$ cat src/tx_rst_pkg.sv
/* TX reset sequencer package
   Lane count, synchronizer depth, phase timing and the lane state type */
package tx_rst_pkg;

    ////////////////////////////////////////////////////////////
    // Quad geometry
    ////////////////////////////////////////////////////////////

    // Every lane of the quad is always present
    localparam int unsigned NUM_LANES = 4;

    // Flops in each level synchronizer
    localparam int unsigned SYNC_STAGES = 2;

    ////////////////////////////////////////////////////////////
    // Lock debounce
    ////////////////////////////////////////////////////////////

    // High samples of lock needed before it is trusted
    localparam int unsigned LOCK_DEB_CYCLES = 20;
    localparam int unsigned LOCK_DEB_W      = 5;

    ////////////////////////////////////////////////////////////
    // Reset phase timing
    ////////////////////////////////////////////////////////////

    // Minimum PMA reset hold in clk cycles
    localparam int unsigned PMA_RST_CYCLES = 16;
    // PCS reset hold once lock is debounced
    localparam int unsigned PCS_RST_CYCLES = 8;
    localparam int unsigned PHASE_CNT_W    = 5;

    // Lane sequence, in the order it is walked
    typedef enum logic [1:0] {
        ST_PMA_RST   = 2'd0,
        ST_WAIT_LOCK = 2'd1,
        ST_PCS_RST   = 2'd2,
        ST_DONE      = 2'd3
    } txlane_state_e;

endpackage

$ cat src/tx_rst_sync.sv
/* Level synchronizer
   Resamples one asynchronous level into clk, with a synchronous clear */
`timescale 1ns/1ps

module tx_rst_sync
    import tx_rst_pkg::*;
(
    input  logic clk,
    input  logic i_rst_n,
    input  logic i_async,
    output logic o_sync
);

    // Shift chain, stage 0 takes the raw level
    logic [SYNC_STAGES-1:0] sync_q;

    always_ff @(posedge clk) begin
        if (!i_rst_n) begin
            sync_q <= '0;
        end else begin
            sync_q <= {sync_q[SYNC_STAGES-2:0], i_async};
        end
    end

    // Last stage is the only one safe to use
    assign o_sync = sync_q[SYNC_STAGES-1];

endmodule

$ cat src/pll_lock_debounce.sv
/* PLL lock debounce
   Lock must stay high for a run of samples before it is passed on */
`timescale 1ns/1ps

module pll_lock_debounce
    import tx_rst_pkg::*;
(
    input  logic clk,
    input  logic i_rst_n,
    input  logic i_lock,
    output logic o_lock_deb
);

    ////////////////////////////////////////////////////////////
    // High-run counter
    ////////////////////////////////////////////////////////////

    logic [LOCK_DEB_W-1:0] high_cnt_q;
    logic                  cnt_full;
    logic                  cnt_last;

    // Saturates once the run is long enough
    assign cnt_full = (high_cnt_q == LOCK_DEB_W'(LOCK_DEB_CYCLES));
    // Sample that completes the run
    assign cnt_last = (high_cnt_q == LOCK_DEB_W'(LOCK_DEB_CYCLES - 1));

    always_ff @(posedge clk) begin
        if (!i_rst_n) begin
            high_cnt_q <= '0;
        end else if (!i_lock) begin
            // Any low sample restarts the run
            high_cnt_q <= '0;
        end else if (!cnt_full) begin
            high_cnt_q <= high_cnt_q + 1'b1;
        end
    end

    ////////////////////////////////////////////////////////////
    // Debounced flag
    ////////////////////////////////////////////////////////////

    // Rises only on a full run, falls on the first low sample
    always_ff @(posedge clk) begin
        if (!i_rst_n) begin
            o_lock_deb <= 1'b0;
        end else if (!i_lock) begin
            o_lock_deb <= 1'b0;
        end else if (cnt_last) begin
            o_lock_deb <= 1'b1;
        end
    end

endmodule

$ cat src/txlane_rst_fsm.sv
/* TX lane reset sequencer
   Walks PMA reset, lock wait and PCS reset, then flags the lane done */
`timescale 1ns/1ps

module txlane_rst_fsm
    import tx_rst_pkg::*;
(
    input  logic clk,
    input  logic i_rst_n,
    input  logic i_lock_deb,
    output logic o_tx_pma_rst,
    output logic o_pcs_tx_rst,
    output logic o_txlane_done
);

    ////////////////////////////////////////////////////////////
    // State and phase timer
    ////////////////////////////////////////////////////////////

    txlane_state_e          state_q;
    txlane_state_e          state_d;
    logic [PHASE_CNT_W-1:0] phase_q;
    logic [PHASE_CNT_W-1:0] phase_d;
    logic                   pma_last;
    logic                   pcs_last;

    // Final cycle of each timed phase
    assign pma_last = (phase_q == PHASE_CNT_W'(PMA_RST_CYCLES - 1));
    assign pcs_last = (phase_q == PHASE_CNT_W'(PCS_RST_CYCLES - 1));

    ////////////////////////////////////////////////////////////
    // Next state
    ////////////////////////////////////////////////////////////

    always_comb begin
        state_d = state_q;
        phase_d = phase_q;

        case (state_q)
            ST_PMA_RST: begin
                // Fixed hold, lock is not looked at here
                if (pma_last) begin
                    state_d = ST_WAIT_LOCK;
                    phase_d = '0;
                end else begin
                    phase_d = phase_q + 1'b1;
                end
            end

            ST_WAIT_LOCK: begin
                // Open ended wait for a clean lock
                if (i_lock_deb) begin
                    state_d = ST_PCS_RST;
                    phase_d = '0;
                end
            end

            ST_PCS_RST: begin
                if (!i_lock_deb) begin
                    // Lost lock so redo the PMA reset
                    state_d = ST_PMA_RST;
                    phase_d = '0;
                end else if (pcs_last) begin
                    state_d = ST_DONE;
                    phase_d = '0;
                end else begin
                    phase_d = phase_q + 1'b1;
                end
            end

            ST_DONE: begin
                if (!i_lock_deb) begin
                    state_d = ST_PMA_RST;
                    phase_d = '0;
                end
            end

            default: begin
                state_d = ST_PMA_RST;
                phase_d = '0;
            end
        endcase
    end

    ////////////////////////////////////////////////////////////
    // State registers
    ////////////////////////////////////////////////////////////

    // Clear is lane enable, so the lane idles in PMA reset
    always_ff @(posedge clk) begin
        if (!i_rst_n) begin
            state_q <= ST_PMA_RST;
            phase_q <= '0;
        end else begin
            state_q <= state_d;
            phase_q <= phase_d;
        end
    end

    ////////////////////////////////////////////////////////////
    // Registered outputs
    ////////////////////////////////////////////////////////////

    always_ff @(posedge clk) begin
        if (!i_rst_n) begin
            o_tx_pma_rst  <= 1'b1;
            o_pcs_tx_rst  <= 1'b1;
            o_txlane_done <= 1'b0;
        end else begin
            case (state_q)
                ST_PMA_RST: begin
                    o_tx_pma_rst  <= 1'b1;
                    o_pcs_tx_rst  <= 1'b1;
                    o_txlane_done <= 1'b0;
                end
                ST_WAIT_LOCK,
                ST_PCS_RST: begin
                    // PMA released, PCS held until its phase ends
                    o_tx_pma_rst  <= 1'b0;
                    o_pcs_tx_rst  <= 1'b1;
                    o_txlane_done <= 1'b0;
                end
                ST_DONE: begin
                    o_tx_pma_rst  <= 1'b0;
                    o_pcs_tx_rst  <= 1'b0;
                    o_txlane_done <= 1'b1;
                end
                default: begin
                    o_tx_pma_rst  <= 1'b1;
                    o_pcs_tx_rst  <= 1'b1;
                    o_txlane_done <= 1'b0;
                end
            endcase
        end
    end

endmodule

$ cat src/hsst_tx_rst.sv
/* Quad TX reset sequencer
   Per lane PLL selection, input synchronizers, lock debounce and sequencing */
`timescale 1ns/1ps

module hsst_tx_rst
    import tx_rst_pkg::*;
(
    input  logic                 clk,
    input  logic                 i_rst_n,
    input  logic [NUM_LANES-1:0] i_txlane_rst,
    input  logic                 i_hpll_done,
    input  logic [NUM_LANES-1:0] i_lpll_done,
    input  logic [NUM_LANES-1:0] i_pll_tx_sel,
    input  logic [NUM_LANES-1:0] i_pll_lock_tx,
    output logic [NUM_LANES-1:0] o_tx_pma_rst,
    output logic [NUM_LANES-1:0] o_pcs_tx_rst,
    output logic [NUM_LANES-1:0] o_txlane_done
);

    ////////////////////////////////////////////////////////////
    // Per-lane nets
    ////////////////////////////////////////////////////////////

    // PLL done flag chosen for each lane
    logic [NUM_LANES-1:0] pll_ready;
    // Synchronized lane reset, active low
    logic [NUM_LANES-1:0] lane_rstn;
    logic [NUM_LANES-1:0] lock_sync;
    logic [NUM_LANES-1:0] lock_deb;
    // Lane may run its sequence
    logic [NUM_LANES-1:0] lane_en;

    for (genvar n = 0; n < NUM_LANES; n++) begin : g_lane

        // Own LPLL when selected, shared HPLL otherwise
        assign pll_ready[n] = i_pll_tx_sel[n] ? i_lpll_done[n] : i_hpll_done;

        assign lane_en[n] = lane_rstn[n] & pll_ready[n];

        ////////////////////////////////////////////////////////
        // Synchronizers
        ////////////////////////////////////////////////////////

        // Request is active high at the port
        tx_rst_sync u_rstn_sync (
            .clk     (clk),
            .i_rst_n (i_rst_n),
            .i_async (~i_txlane_rst[n]),
            .o_sync  (lane_rstn[n])
        );

        // Lock is ignored while the lane is held in reset
        tx_rst_sync u_lock_sync (
            .clk     (clk),
            .i_rst_n (lane_rstn[n]),
            .i_async (i_pll_lock_tx[n]),
            .o_sync  (lock_sync[n])
        );

        ////////////////////////////////////////////////////////
        // Debounce and sequencer
        ////////////////////////////////////////////////////////

        pll_lock_debounce u_lock_deb (
            .clk        (clk),
            .i_rst_n    (lane_en[n]),
            .i_lock     (lock_sync[n]),
            .o_lock_deb (lock_deb[n])
        );

        txlane_rst_fsm u_fsm (
            .clk           (clk),
            .i_rst_n       (lane_en[n]),
            .i_lock_deb    (lock_deb[n]),
            .o_tx_pma_rst  (o_tx_pma_rst[n]),
            .o_pcs_tx_rst  (o_pcs_tx_rst[n]),
            .o_txlane_done (o_txlane_done[n])
        );

    end

endmodule

$ cat config.mk
export PLATFORM = sky130hd
export DESIGN_NAME = hsst_tx_rst
export DESIGN_NICKNAME = d
export VERILOG_FILES = /design/src/tx_rst_pkg.sv /design/src/tx_rst_sync.sv /design/src/pll_lock_debounce.sv /design/src/txlane_rst_fsm.sv /design/src/hsst_tx_rst.sv
export SDC_FILE = /design/constraint.sdc
export NUM_CORES = 1
export LEC_CHECK = 0
export BUFFER_PORTS_ARGS = -buffer_cell sky130_fd_sc_hd__buf_2
export CAP_MARGIN = 15
export CORE_MARGIN = 2
export CORE_UTILIZATION = 59
export DETAILED_ROUTE_END_ITERATION = 10
export PLACE_DENSITY = 0.86
export SYNTH_ARGS = -nofsm -noshare
export SYNTH_HDL_FRONTEND = slang
export SYNTH_SLANG_ARGS = --single-unit
$ cat constraint.sdc
create_clock -name clk -period 1.8 [get_ports clk]
set_input_delay 0.09 -clock clk [delete_from_list [all_inputs] [get_ports clk]]
set_output_delay 0.09 -clock clk [all_outputs]
set_load 0.02 [all_outputs]
==> flow_results.xml <==
<?xml version="1.0" encoding="UTF-8"?>
<metrics>
  <group name="floorplan">
    <metric name="coreArea" unit="sq um">5851</metric>
    <metric name="die_area" unit="sq um">6599</metric>
    <metric name="start_util" unit="%">60.16</metric>
    <metric name="i_o_pins" unit="">31</metric>
    <metric name="floorplan.die.height" unit="um">81.24</metric>
    <metric name="dieWidth" unit="um">81.24</metric>
    <metric name="rows" unit="">28</metric>
  </group>
  <group name="finish">
    <metric name="diodes" unit="">0</metric>
    <metric name="final_cell_count_no_fill" unit="">497</metric>
    <metric name="area_growth" unit="%">12.44</metric>
    <metric name="final_net_count" unit="">456</metric>
    <metric name="fillCellCount" unit="">442</metric>
    <metric name="multi_input_comb_area" unit="sq um">1707</metric>
    <metric name="area_taken_by_flip_flops_and_latches" unit="sq um">1603</metric>
    <metric name="ratio_of_cells_with_drive_above_1_in_the_final_layout" unit="%">13.74</metric>
  </group>
  <group name="critical_path">
    <metric name="cp_max_fo" unit="">4</metric>
    <metric name="critical_path.endpoint_type" unit="">flip-flop</metric>
    <metric name="crit_arrival" unit="ns">1.97</metric>
    <metric name="timing.setup.critical_path_class" unit="">flip-flop to flip-flop</metric>
    <metric name="crit_required" unit="ns">2.07</metric>
    <metric name="setup.reg_to_reg.worst_slack" unit="ns">0.1</metric>
    <metric name="start_kind" unit="">flip-flop</metric>
  </group>
  <group name="power">
    <metric name="pwr-share-comb" unit="%">2.3</metric>
    <metric name="cell_internal_pwr" unit="W">0.002547</metric>
    <metric name="reg_power_share" unit="%">56.2</metric>
    <metric name="power_density" unit="nW/um^2">804.5</metric>
    <metric name="power.static_leakage" unit="nW">1.548</metric>
    <metric name="pwr-share-clk" unit="%">41.4</metric>
    <metric name="netSwitchingPower" unit="W">0.0006370</metric>
    <metric name="power.share.switching" unit="%">20.01</metric>
    <metric name="power" unit="W">0.003184</metric>
    <metric name="peakVddDrop" unit="uV">537.6</metric>
  </group>
  <group name="global_route">
    <metric name="globalRoute.totalOverflow" unit="">0</metric>
    <metric name="grt_pass1_wl" unit="um">10830</metric>
    <metric name="globalRouteTotalUtil" unit="%">21.25</metric>
    <metric name="via_count_of_the_first_global_routing_pass" unit="">2624</metric>
    <metric name="pin_count_of_the_biggest_net_entering_global_routing" unit="">13</metric>
    <metric name="antenna_found_initial" unit="">0</metric>
  </group>
  <group name="synth">
    <metric name="synth.distinct_cells" unit="">47</metric>
    <metric name="synth_largest_area_cell" unit="">dfxtp_1</metric>
    <metric name="synth-seq-area-share" unit="%">45.50</metric>
    <metric name="synth_fp_nets" unit="">423</metric>
    <metric name="edff_count_synth" unit="">0</metric>
    <metric name="share_of_async_settable_or_async_resettable_flops_after_synthesis" unit="%">0</metric>
    <metric name="synth.cell_area" unit="sq um">3520</metric>
    <metric name="postSynthAreaPerCell" unit="sq um">9.166</metric>
    <metric name="post_synth_most_frequent_cells" unit="">80 x dfxtp_1, 35 x nor2_1, 29 x inv_1</metric>
    <metric name="synthesis.yosys.warnings" unit="">0</metric>
    <metric name="post_synth_top_flop" unit="">dfxtp_1</metric>
    <metric name="post_synth_inst_count" unit="">384</metric>
    <metric name="synth-seq-cells" unit="">80</metric>
    <metric name="netlist.area_leader.share" unit="%">45.50</metric>
    <metric name="post-synth-top-count-cell" unit="">dfxtp_1</metric>
    <metric name="synth_area_leaders" unit="">dfxtp_1 46%, ha_1 7.1%, nor2_1 3.7%</metric>
  </group>
  <group name="drt">
    <metric name="via_per_inst" unit="">5.457</metric>
    <metric name="route.vias.total" unit="">2712</metric>
    <metric name="wl" unit="um">6445</metric>
    <metric name="wl_per_cell" unit="um">12.97</metric>
    <metric name="detail_route.iter0.violations" unit="">94</metric>
    <metric name="drc" unit="">0</metric>
    <metric name="firstDrtPassIters" unit="">4</metric>
    <metric name="antenna_violating_nets_post_route" unit="">0</metric>
  </group>
  <group name="clock_tree">
    <metric name="tritoncts" unit="">built</metric>
    <metric name="cts_sinks" unit="">80</metric>
    <metric name="tritoncts_buffers" unit="">9</metric>
    <metric name="clk_path_buf_depth" unit="">2</metric>
    <metric name="cts_root_buf" unit="">clkbuf_8</metric>
    <metric name="clock_latency" unit="ns">0.34</metric>
    <metric name="cts.htree.levels" unit="">3</metric>
    <metric name="postCtsSetupBuffers" unit="">0</metric>
    <metric name="cts.clk_slew.worst_paths" unit="ns">0.08</metric>
  </group>
  <group name="sta">
    <metric name="timing.max_slew.rel_slack" unit="%">67.49</metric>
    <metric name="rsz_0062_raised_after_global_routing" unit="">yes</metric>
    <metric name="maxClockFrequency" unit="MHz">587.3</metric>
    <metric name="final.min_clock_period" unit="ns">1.703</metric>
    <metric name="fin_worst_skew" unit="ns">0.01145</metric>
    <metric name="layout_worst_path_cycle_share" unit="%">94.59</metric>
    <metric name="final_hold_vios" unit="">0</metric>
    <metric name="setup_violations" unit="">0</metric>
    <metric name="postLayoutSetupSlackWorst" unit="ns">0.09730</metric>
    <metric name="final_max_slew_viol_count" unit="">0</metric>
    <metric name="worst_hold_slack" unit="ns">0.03222</metric>
    <metric name="worst_slew_pin_slew" unit="ns">0.4866</metric>
  </group>
  <group name="place">
    <metric name="gp_routability_congestion" unit="">0.9336</metric>
    <metric name="place_hpwl" unit="um">4393</metric>
    <metric name="placed_cells" unit="">473</metric>
    <metric name="portBuffers" unit="">30</metric>
    <metric name="pre_cts_ws" unit="ns">0.08210</metric>
  </group>
  <group name="worst_hold_path">
    <metric name="hold_class" unit="">input pin to flip-flop</metric>
  </group>
  <group name="flow_run">
    <metric name="timing.max_cap.violations" unit="">0</metric>
  </group>
  <group name="run_status">
    <metric name="result_of_the_run" unit="">finished, final reports clean</metric>
  </group>
</metrics>
worst max-delay path, cell delays in order (launching register included):
cell	delay, ns
dfxtp_1	0.35
ha_2	0.22
nand3_1	0.11
inv_1	0.05
ha_1	0.19
nor2b_1	0.16
a211oi_1	0.32
a31oi_1	0.09
nor3_1	0.16
logic make-up after synthesis:
group	after synthesis	share of synthesized area, %
buffers and inverters	47	6.470
adder cells (fa/ha/maj)	20	7.110
AO/OA/AOI/OAI	63	11.38
XOR/XNOR	19	4.728
multiplexers	10	2.880
AND/OR/NAND/NOR	145	21.93
flip-flops	80	45.50
what timing repair did:
| item | 4_1_cts | 5_1_grt |
|---|---|---|
| endpoints found under the hold margin | 8 | 0 |
| setup endpoints to repair | 0 | 10 |
| resized for setup | 0 | 6 |
| hold buffers | 8 | 0 |
worst paths after layout:
kind | from | to | cells after the start
max | g_lane[3].u_fsm.phase_q[1]$_SDFFE_PP0P_ | g_lane[3].u_fsm.phase_q[2]$_SDFFE_PP0P_ | 8
min | i_rst_n | g_lane[0].u_rstn_sync.sync_q[1]$_SDFF_PN0_ | 2
max reg2reg | g_lane[3].u_fsm.phase_q[1]$_SDFFE_PP0P_ | g_lane[3].u_fsm.phase_q[2]$_SDFFE_PP0P_ | 8
min reg2reg | g_lane[1].u_rstn_sync.sync_q[0]$_SDFF_PN0_ | g_lane[1].u_rstn_sync.sync_q[1]$_SDFF_PN0_ | 1
cell usage in the layout (no fill, tap or decap), drive strengths merged, types with 5 or more instances in the layout:
cell / n
o21ai: 12
mux2i: 9
nand3: 26
dfxtp: 80
a21oi: 20
ha: 20
clkbuf: 14
buf: 32
inv: 29
a211oi: 5
a31oi: 6
nand2b: 5
xnor2: 14
nor3: 8
xor2: 5
nand2: 19
and2: 17
nor2: 36
dlygate4sd3: 8
nand3b: 6
nor2b: 14
metal layers:
layer	track usage [%]	wire (um)	vias to the layer above	share of wire, %
li1	-	-	1362	-
met2	36.78	3297	61	51
met4	10.17	98	0	1.5
met1	24.41	2832	1277	44
met3	5.444	217	12	3.4
met5	0	0	-	0
power by group through the flow:
stage	registers (W)	logic, W	clock network, W
6_report	0.00179	0.0000745	0.00132
5_1_grt	0.00179	0.0000834	0.00141
4_1_cts	0.00179	0.0000738	0.00135
3_5_place_dp	0.00183	0.0000597	0
3_3_place_gp	0.00183	0.0000573	0
2_1_floorplan	0.00183	0.0000287	0
through the flow:
step,TNS [ns],area [sq um],utilization (%)
2_1_floorplan,0,3520,-
3_3_place_gp,0,3660,62.55
3_5_place_dp,0,3660,62.55
4_1_cts,0,3940,67.34
5_1_grt,-0.05932,3958,67.64
6_report,0,3958,67.64
area by class of cell:
| type | count | area share [%] |
|---|---|---|
| inverters | 29 | 2.751 |
| multi-input cells | 257 | 43.12 |
| flip-flops and latches | 80 | 40.50 |
| clock inverters | 2 | 0.9485 |
| repair buffers | 40 | 6.197 |
| clock buffers | 14 | 4.110 |
| well taps | 75 | 2.371 |
state kept, by name, summed over array words and instances, names as in the netlist:
signal / cells
g_lane.u_fsm.phase_q: 20
g_lane.u_lock_sync.sync_q: 8
g_lane.u_fsm.o_txlane_done: 4
g_lane.u_lock_deb.high_cnt_q: 20
g_lane.u_fsm.o_pcs_tx_rst: 4
g_lane.u_fsm.o_tx_pma_rst: 4
g_lane.u_rstn_sync.sync_q: 8
g_lane.u_fsm.state_q: 8
g_lane.u_lock_deb.o_lock_deb: 4
Power figures use the tool's default switching activity.
